<file path="config.mk">
export PLATFORM = sky130hd
export DESIGN_NAME = alu_top
export DESIGN_NICKNAME = d
export VERILOG_FILES = /design/src/verilog/alu_pkg.sv /design/src/verilog/alu_execute.sv /design/src/verilog/alu_top.sv /design/src/verilog/op_decode.sv /design/src/verilog/req_arbiter.sv /design/src/verilog/result_queue.sv /design/src/verilog/sync_fifo.sv
export SDC_FILE = /design/constraint.sdc
export NUM_CORES = 1
export LEC_CHECK = 0
export ABC_AREA = 1
export BUFFER_PORTS_ARGS = -buffer_cell sky130_fd_sc_hd__buf_4
export CORE_MARGIN = 4
export CORE_UTILIZATION = 55
export DETAILED_ROUTE_END_ITERATION = 8
export PLACE_DENSITY = 0.8
export SYNTH_ARGS = -nofsm -noshare
export SYNTH_HDL_FRONTEND = slang
export SYNTH_SLANG_ARGS = --single-unit
</file>
<file path="constraint.sdc">
create_clock -name clk -period 6.5 [get_ports clk]
set_input_delay 0.975 -clock clk [delete_from_list [all_inputs] [get_ports clk]]
set_output_delay 0.975 -clock clk [all_outputs]
set_load 0.01 [all_outputs]
</file>
<file path="src/verilog/alu_pkg.sv">
`default_nettype none

package alu_pkg;

  localparam int d_w = 8;  // operand width

  typedef enum logic [1:0] {
    op_add   = 2'd0,
    op_sub   = 2'd1,
    op_cmp   = 2'd2,
    op_range = 2'd3
  } op_e;

  // arithmetic view: two operands, low byte spare
  typedef struct packed {
    op_e            op;
    logic [d_w-1:0] a;
    logic [d_w-1:0] b;
    logic [7:0]     unused;
  } arith_cmd_s;

  // range view: value checked against low..high
  typedef struct packed {
    op_e            op;
    logic [d_w-1:0] val;
    logic [d_w-1:0] low;
    logic [d_w-1:0] high;
  } range_cmd_s;

  // op sits at the top in both views
  typedef union packed {
    arith_cmd_s arith;
    range_cmd_s rng;
  } cmd_u;

  typedef struct packed {
    logic src;  // client index
    cmd_u cmd;
  } req_s;

  typedef struct packed {
    logic           src;
    op_e            op;
    logic [d_w-1:0] a;  // value for range
    logic [d_w-1:0] b;  // low for range
    logic [d_w-1:0] c;  // high for range, zero otherwise
  } exec_s;

  typedef struct packed {
    logic           src;
    op_e            op;
    logic [d_w-1:0] value;
    logic [2:0]     flags;  // {zero,neg,0} / {eq,a_gt,b_gt} / {in_range,0,0}
  } result_s;

endpackage

`default_nettype wire

</file>
<file path="src/verilog/alu_execute.sv">
`timescale 1ns/1ps
`default_nettype none

module alu_execute import alu_pkg::*; #(
  parameter int exec_lat = 3,
  parameter int rq_depth = 4
) (
  input  logic    clk,
  input  logic    rst,
  input  logic    dec_valid,
  input  exec_s   dec_op,
  output logic    dec_take,
  input  logic    credit_ret,
  output logic    res_write,
  output result_s res
);

  localparam int cw = $clog2(rq_depth + 1);

  logic [cw-1:0]          credits;   // free result queue slots
  logic [d_w-1:0]         sum;
  result_s                calc;
  logic [exec_lat-1:0]    vld_pipe;
  result_s [exec_lat-1:0] res_pipe;

  assign dec_take = dec_valid & (credits != '0);

  // add and sub wrap at d_w bits
  assign sum = (dec_op.op == op_sub) ? dec_op.a - dec_op.b : dec_op.a + dec_op.b;

  always_comb begin
    calc.src   = dec_op.src;
    calc.op    = dec_op.op;
    calc.value = '0;
    calc.flags = '0;
    case (dec_op.op)
      op_add, op_sub: begin
        calc.value = sum;
        calc.flags = {sum == '0, sum[d_w-1], 1'b0};
      end
      op_cmp:   calc.flags = {dec_op.a == dec_op.b, dec_op.a > dec_op.b, dec_op.b > dec_op.a};
      op_range: calc.flags = {(dec_op.a >= dec_op.b) && (dec_op.a <= dec_op.c), 2'b00};
      default:  ;
    endcase
  end

  always_ff @(posedge clk or posedge rst) begin
    if (rst) begin
      credits  <= cw'(rq_depth);
      vld_pipe <= '0;
    end else begin
      case ({dec_take, credit_ret})
        2'b10:   credits <= credits - 1'b1;
        2'b01:   credits <= credits + 1'b1;
        default: ;  // take and return cancel
      endcase
      vld_pipe <= {vld_pipe[exec_lat-2:0], dec_take};
    end
  end

  // data shifts every cycle, the valid bit marks real items
  always_ff @(posedge clk) begin
    res_pipe <= {res_pipe[exec_lat-2:0], calc};
  end

  assign res_write = vld_pipe[exec_lat-1];
  assign res       = res_pipe[exec_lat-1];

endmodule

`default_nettype wire

</file>
<file path="src/verilog/alu_top.sv">
`timescale 1ns/1ps
`default_nettype none

module alu_top import alu_pkg::*; #(
  parameter int arb_depth = 4,
  parameter int exec_lat  = 3,
  parameter int rq_depth  = 4
) (
  input  logic       clk,
  input  logic       rst,
  input  logic [1:0] in_valid,
  input  cmd_u [1:0] in_cmd,
  output logic [1:0] in_stall,
  output logic       out_valid,
  output result_s    out_res,
  input  logic       out_stall
);

  logic    q_pop;
  logic    q_empty;
  req_s    q_head;
  logic    dec_valid;
  logic    dec_take;
  exec_s   dec_op;
  logic    res_write;
  logic    credit_ret;
  result_s res;

  req_arbiter #(.arb_depth(arb_depth)) u_arb (
    .clk, .rst, .in_valid, .in_cmd, .in_stall, .q_pop, .q_head, .q_empty
  );

  op_decode u_dec (
    .clk, .rst, .q_head, .q_empty, .q_pop, .dec_valid, .dec_op, .dec_take
  );

  alu_execute #(.exec_lat(exec_lat), .rq_depth(rq_depth)) u_exec (
    .clk, .rst, .dec_valid, .dec_op, .dec_take, .credit_ret, .res_write, .res
  );

  result_queue #(.rq_depth(rq_depth)) u_rq (
    .clk, .rst, .res_write, .res, .credit_ret, .out_valid, .out_res, .out_stall
  );

endmodule

`default_nettype wire

</file>
<file path="src/verilog/op_decode.sv">
`timescale 1ns/1ps
`default_nettype none

module op_decode import alu_pkg::*; (
  input  logic  clk,
  input  logic  rst,
  input  req_s  q_head,
  input  logic  q_empty,
  output logic  q_pop,
  output logic  dec_valid,
  output exec_s dec_op,
  input  logic  dec_take
);

  exec_s nxt_op;

  // a and b share their bits with val and low, only c depends on the view
  always_comb begin
    nxt_op.src = q_head.src;
    nxt_op.op  = q_head.cmd.arith.op;  // same bits in either view
    nxt_op.a   = q_head.cmd.arith.a;   // val in the range view
    nxt_op.b   = q_head.cmd.arith.b;   // low in the range view
    if (q_head.cmd.arith.op == op_range) begin
      nxt_op.c = q_head.cmd.rng.high;
    end else begin
      nxt_op.c = '0;  // spare byte ignored
    end
  end

  // refill when empty or when execute takes the current item
  assign q_pop = ~q_empty & (~dec_valid | dec_take);

  always_ff @(posedge clk or posedge rst) begin
    if (rst) begin
      dec_valid <= 1'b0;
    end else if (q_pop) begin
      dec_valid <= 1'b1;
    end else if (dec_take) begin
      dec_valid <= 1'b0;
    end
  end

  always_ff @(posedge clk) begin
    if (q_pop) dec_op <= nxt_op;
  end

endmodule

`default_nettype wire

</file>
<file path="src/verilog/req_arbiter.sv">
`timescale 1ns/1ps
`default_nettype none

module req_arbiter import alu_pkg::*; #(
  parameter int arb_depth = 4
) (
  input  logic       clk,
  input  logic       rst,
  input  logic [1:0] in_valid,
  input  cmd_u [1:0] in_cmd,
  output logic [1:0] in_stall,
  input  logic       q_pop,
  output req_s       q_head,
  output logic       q_empty
);

  logic       rr;       // client with first choice
  logic       q_full;
  logic       gnt_any;
  logic       gnt_src;
  logic [1:0] gnt;
  req_s       wr_req;

  // pointer client wins if valid, else the other one
  assign gnt_src = in_valid[rr] ? rr : ~rr;
  assign gnt_any = ~q_full & (|in_valid);
  assign gnt     = gnt_any ? (2'b01 << gnt_src) : 2'b00;

  // valid but not granted means stalled, client holds its word
  assign in_stall = in_valid & ~gnt;

  assign wr_req.src = gnt_src;
  assign wr_req.cmd = in_cmd[gnt_src];

  always_ff @(posedge clk or posedge rst) begin
    if (rst) begin
      rr <= 1'b0;
    end else if (gnt_any) begin
      rr <= ~gnt_src;  // other client gets first pick next time
    end
  end

  sync_fifo #(
    .width($bits(req_s)),
    .depth(arb_depth)
  ) u_req_q (
    .clk,
    .rst,
    .wr    (gnt_any),
    .rd    (q_pop),
    .din   (wr_req),
    .dout  (q_head),
    .full  (q_full),
    .empty (q_empty)
  );

endmodule

`default_nettype wire

</file>
<file path="src/verilog/result_queue.sv">
`timescale 1ns/1ps
`default_nettype none

module result_queue import alu_pkg::*; #(
  parameter int rq_depth = 4
) (
  input  logic    clk,
  input  logic    rst,
  input  logic    res_write,
  input  result_s res,
  output logic    credit_ret,
  output logic    out_valid,
  output result_s out_res,
  input  logic    out_stall
);

  logic rq_full;
  logic rq_empty;
  logic rq_wr;

  // credits upstream keep this from ever dropping a result
  assign rq_wr = res_write & ~rq_full;

  assign out_valid = ~rq_empty;

  // one credit back per result the consumer takes
  assign credit_ret = out_valid & ~out_stall;

  sync_fifo #(
    .width($bits(result_s)),
    .depth(rq_depth)
  ) u_res_q (
    .clk,
    .rst,
    .wr    (rq_wr),
    .rd    (credit_ret),
    .din   (res),
    .dout  (out_res),
    .full  (rq_full),
    .empty (rq_empty)
  );

endmodule

`default_nettype wire

</file>
<file path="src/verilog/sync_fifo.sv">
`timescale 1ns/1ps
`default_nettype none

module sync_fifo #(
  parameter int width = 8,
  parameter int depth = 4
) (
  input  logic             clk,
  input  logic             rst,
  input  logic             wr,
  input  logic             rd,
  input  logic [width-1:0] din,
  output logic [width-1:0] dout,
  output logic             full,
  output logic             empty
);

  localparam int aw = (depth > 1) ? $clog2(depth) : 1;
  localparam int cw = $clog2(depth + 1);

  logic [width-1:0] mem [depth];
  logic [aw-1:0]    rd_ptr;
  logic [aw-1:0]    wr_ptr;
  logic [cw-1:0]    count;  // occupancy
  logic             do_wr;
  logic             do_rd;

  assign do_wr = wr & ~full;   // write while full is dropped
  assign do_rd = rd & ~empty;
  assign full  = (count == cw'(depth));
  assign empty = (count == '0);
  assign dout  = mem[rd_ptr];  // head always visible

  always_ff @(posedge clk) begin
    if (do_wr) mem[wr_ptr] <= din;
  end

  always_ff @(posedge clk or posedge rst) begin
    if (rst) begin
      rd_ptr <= '0;
      wr_ptr <= '0;
      count  <= '0;
    end else begin
      if (do_wr) wr_ptr <= (wr_ptr == aw'(depth - 1)) ? '0 : wr_ptr + 1'b1;
      if (do_rd) rd_ptr <= (rd_ptr == aw'(depth - 1)) ? '0 : rd_ptr + 1'b1;
      case ({do_wr, do_rd})
        2'b10:   count <= count + 1'b1;
        2'b01:   count <= count - 1'b1;
        default: ;  // both or neither leave count alone
      endcase
    end
  end

endmodule

`default_nettype wire
</file>
# Yosys cells after proc, flatten, opt, wreduce, memory -nomap -nowiden
# Memory sizes are Yosys's and may differ from the RTL's.
# Index checks and enable logic that the tools add are counted.
[op_classes]
n_addsub = 12
n_lt_le_gt_ge = 6
n_eq_ne = 17
shifts = 1
muxes = 21
n_bitwise = 20
n_reduce_logical = 12
[ops]
columns = ["cell", "n"]
rows = [
  ["$mux 26", 2],
  ["$eq 2x2->1 const B", 10],
  ["$pmux 3 s2", 3],
  ["$gt 8x8->1", 2],
  ["$mux 2", 5],
  ["$add 3x1->3 const B", 3],
  ["$and 1x1->1", 9],
  ["$mux 1", 9],
  ["$pmux 3 s3", 1],
  ["$sub 3x1->3 const B", 3],
  ["$add 2x1->2 const B", 4],
  ["$add 8x8->8", 1],
  ["$eq 2x1->1 const B", 4],
  ["$eq 8x8->1", 1],
  ["$ge 8x8->1", 1],
  ["$le 8x8->1", 1],
  ["$logic_not 8->1", 1],
  ["$mux 8", 1],
  ["$not 1->1", 8],
  ["$reduce_bool 2->1", 4],
  ["$sub 8x8->8", 1],
  ["$eq 3x3->1 const B", 2],
  ["$logic_not 3->1", 2],
  ["$lt 1x2->1 const B", 2],
  ["8 further kinds", 9],
]
[totals]
regBits = 91
ramBits = 164
in_bits = 57
output_inout_bits = 17
elab_cells = 118
n_memories = 2
[mem_list]
columns = ["memory", "words", "width", "read_ports", "rd_ports_with_merged_regs", "wr", "line", "rtl"]
rows = [
  ["u_arb.u_req_q.mem", 4, 27, 1, 0, 1, "sync_fifo.sv:21", "logic [width-1:0] mem [depth];"],
  ["u_rq.u_res_q.mem", 4, 14, 1, 0, 1, "sync_fifo.sv:21", ""],
]

# Longest topological paths before layout
[logic_depth]
ltp_word = 7
mapped_depth = 15
ltp_nobuf = 15

# Modules after synthesis
# From an unflattened synthesis, not the netlist that was laid out.
[hier_totals]
hier_cells = 1038
area_unflattened_um2 = 11443.5
[by_module_without_submodules]
columns = ["mod", "instances", "cells_per_inst", "area_each_um2", "seq_area_each_um2"]
rows = [
  ["sync_fifo (u_arb.u_req_q)", 1, 376, 4787.1, 3418.3],
  ["sync_fifo (u_rq.u_res_q)", 1, 225, 2802.7, 1856.8],
  ["alu_execute", 1, 286, 2389.8, 992.2],
  ["op_decode", 1, 50, 922.1, 835.8],
  ["req_arbiter", 1, 97, 524.3, 25.0],
  ["result_queue", 1, 4, 17.5, 0.0],
]

# Least setup slack after synthesis
# Ideal clock, no wire load.
[synth_path]
path_kind = "input to register"
from = "input in_valid[0]"
to = "memory u_arb.u_req_q.mem[0][0] in the netlist's numbering, enable pin"
setup_ns = 0.411
arrival_time_ns = 2.700
required_ns = 6.089
slack_ns = 3.389
path_stages = 4
path_buffers = 0
cell_sequence = "inv_1 a21oi_1 inv_1 nor2_1"
[synth_between]
elab_chain_len = 5
[synth_lines]
columns = ["item", "line", "rtl"]
rows = [
  ["start, declared", "alu_top.sv:11", "input logic [1:0] in_valid,"],
  ["$reduce_or 2->1", "req_arbiter.sv:26", "assign gnt_any = ~q_full & (|in_valid);"],
  ["$and 1x1->1", "req_arbiter.sv:26", ""],
  ["$and 1x1->1", "sync_fifo.sv:28", "assign do_wr = wr & ~full;"],
  ["$mux 1", "sync_fifo.sv:35", "if (do_wr) mem[wr_ptr] <= din;"],
  ["$mux 1 (not written as such)", "sync_fifo.sv:35", ""],
  ["end, declared", "sync_fifo.sv:21", ""],
]
# Every way passes these cells.

==> results.py <==
metrics = {
    "outcome": {
        "outcome": "completed",
    },
    "yosys": {
        "synth_ff_type": "edfxtp_1",
        "synth-async-reset-ratio_pct": 8.63,
        "syn_area_um2": 10500,
        "synth_top_area_share_pct": 54.9,
        "yosysMostFrequentCell": "edfxtp_1",
        "synth_edf_count": 191,
        "synthTopCellsByCount": "191 x edfxtp_1, 176 x nand2_1, 130 x nor2_1, 100 x o21ai_0, 76 x inv_1",
        "synth-seq-cells": 255,
        "yosys_warnings": 0,
        "netlist_top_cells_area": "edfxtp_1 55%, dfxtp_1 8.0%, nand2_1 6.3%, dfrtp_1 5.0%, o21ai_0 4.8%",
        "synth-seq-area-share_pct": 68.2,
        "yosys.area.top_type": "edfxtp_1",
        "syn_area_per_cell_um2": 11.3,
        "ys_types": 32,
        "syn_inst": 926,
        "syn_nets": 1025,
    },
    "cts": {
        "clk_latency_ns": 0.51,
        "clock_sinks": 255,
        "ctsResizeCount": 0,
        "cts_hold_buf": 0,
        "root_buffer": "clkbuf_16",
        "clockBufferDepth": 3,
        "numCtsBuffers": 26,
        "post_cts_buffers": 0,
        "ctsHtreeMaxLevel": 1,
        "path_clk_slew_ns": 0.06,
        "cts_tree": "built",
    },
    "cells_and_area": {
        "layout-drive-gt1-share_pct": 13.3,
        "fin_cells": 1255,
        "nets": 1102,
        "syn_to_final_growth_pct": 15.4,
        "antenna_cells": 0,
        "nFillCells": 1374,
    },
    "timing": {
        "setup_viol": 0,
        "tns_ns": 0,
        "hold_viol": 0,
        "rsz0062_at_grt": "no",
        "worstMarginPinSlew_ns": 1.01,
        "relSlewSlack_pct": 32.4,
        "period_share_pct": 57.1,
        "layout_min_cycle_time_ns": 3.71,
        "slew_violations": 0,
        "clock.fmax_ghz": 0.269,
        "fin_skew_ns": 0.0133,
    },
    "hold_path": {
        "hp-class": "register to register",
    },
    "worst_setup_path": {
        "cp-end-kind": "primary output",
        "critPathMaxFanout": 31,
        "critPathArrivalTime_ns": 2.74,
        "crit_type": "register to primary output",
        "required_ns": 5.52,
        "startpoint_type": "register",
    },
    "detailed_routing": {
        "drtAntennaViolNets": 0,
        "vias": 6672,
        "drt_pre_antenna_iters": 5,
        "drt-vias-per-instance": 5.32,
        "wl_per_cell_um": 15.5,
        "drtIter0Drc": 430,
        "wl_um": 19400,
        "drc": 0,
    },
    "floorplanning": {
        "start_util_pct": 55.9,
        "die_w_um": 146,
        "rows": 50,
        "die-area_um2": 21300,
        "die_y_um": 146,
        "core_area_um2": 18700,
        "top_level_ports": 74,
    },
    "pwr": {
        "p_leak_nw": 4.93,
        "power.density_nw_per_um2": 564,
        "ir_drop_mv": 0.246,
    },
    "global_routing": {
        "grt_pass1_wl_um": 31300,
        "antenna_found_initial": 0,
        "grt_max_degree": 58,
        "track_usage_pct": 17.9,
        "overflow": 0,
        "grt_pass1_vias": 6680,
    },
    "placement": {
        "hpwl_um": 12300,
        "placed_cells": 1209,
        "gp_congestion": 0.885,
        "port_buffers": 73,
    },
    "job": {
        "drv_cap": 0,
    },
}
path summary, 6_finish.rpt:
check	start	endpoint	slack, ns	depth (start not counted)
max in group asynchronous	rst	u_rq.u_res_q.rd_ptr[0]$_DFFE_PP0P_	5.31	2
max reg2reg	u_arb.u_req_q.rd_ptr[0]$_DFFE_PP0P_	u_dec.dec_op[3]$_SDFFCE_PP0P_	3.82	6
max	u_rq.u_res_q.rd_ptr[0]$_DFFE_PP0P_	out_res[10]	2.79	4
min	u_exec.res_pipe[22]$_DFF_P_	u_exec.res[8]$_DFF_P_	0.32	0
min reg2reg	u_exec.res_pipe[22]$_DFF_P_	u_exec.res[8]$_DFF_P_	0.32	0
min in group asynchronous	rst	u_arb.rr$_DFFE_PP0P_	0.64	2
logic make-up after synthesis:
group / synth area share [%]
buf+inv: 4.30
compound gates: 8.52
fa+ha+maj: 5.39
simple gates: 12.8
flops: 68.2
mux: 0.108
xor+xnor: 0.670
layer usage:
layer / track usage [%] / routed length, µm / vias up
li1: - / - / 3308
met3: 2.96 / 941 / 41
met2: 33.3 / 10100 / 189
met5: 0 / 0 / -
met4: 5.70 / 454 / 0
met1: 21.0 / 7880 / 3134
power by group:
part           leakage (nW)  internal [mW]  switching [mW]  total, mW
combinational          2.10          0.858            1.64       2.50
clock                 0.401          0.798           0.594       1.39
sequential             2.43           2.60           0.310       2.91
total                  4.93           4.26            2.55       6.80
critical path, cell delays in order (launching register included):
cell and delay [ns]:
dfrtp_1 0.90, inv_1 0.64, o21ai_0 0.41, o22ai_1 0.12, buf_4 0.16
placed cells by master, fill, tap and decap left out, types with 2 or more instances in the layout:
cell type and n:
fa_1 5, ha_1 37, dfrtp_1 21, edfxtp_1 191
clkinv_4 2, nor3_1 4, o21bai_1 2, nand3_1 21
clkbuf_16 28, xor2_1 3, nand2_2 2, o22ai_1 33
nand4_1 6, nand2_1 176, clkinv_2 2, inv_6 4
buf_4 81, a21oi_1 25, dfxtp_1 42, clkbuf_1 2
xnor2_1 5, inv_2 5, o21ai_0 100, inv_1 76
nor2_4 4, nand3b_1 2, nor2_1 126, clkinv_1 6
metrics by stage:
stage | hold WS, ns | area [µm²] | utilization [%] | setup WS [ns] | power, mW
3_3_place_gp | 0.310 | 11200 | 60.1 | 3.02 | 5.31
6_report | 0.323 | 12100 | 64.5 | 2.79 | 6.80
4_1_cts | 0.325 | 12100 | 64.5 | 2.75 | 6.86
5_1_grt | 0.329 | 12100 | 64.5 | 2.51 | 7.30
3_5_place_dp | 0.312 | 11200 | 60.1 | 2.94 | 5.44
2_1_floorplan | 0.310 | 10500 | - | 3.39 | 4.65
registers in the layout (all words and copies together), names as in the netlist:
register              count
u_exec.res_pipe          28
u_rq.u_res_q.wr_ptr       2
u_exec.res               14
u_arb.u_req_q.rd_ptr      2
u_rq.u_res_q.count        3
u_arb.rr                  1
u_rq.u_res_q.mem         56
u_arb.u_req_q.wr_ptr      2
u_dec.dec_valid           1
u_dec.dec_op             27
u_exec.vld_pipe           3
u_exec.credits            3
u_rq.u_res_q.rd_ptr       2
u_arb.u_req_q.mem       108
u_arb.u_req_q.count       3
area by class of cell:
class                           instances  area (µm²)  area share (%)
Sequential cell                       255        7130            59.1
Tap cell                              234         293            2.43
Clock buffer                           31         722            5.99
Clock inverter                         15        95.1           0.789
Multi-Input combinational cell        557        2900            24.1
Inverter                               82         308            2.55
Timing Repair Buffer                   81         608            5.04
Note: power is estimated with default switching activity, not from simulation.
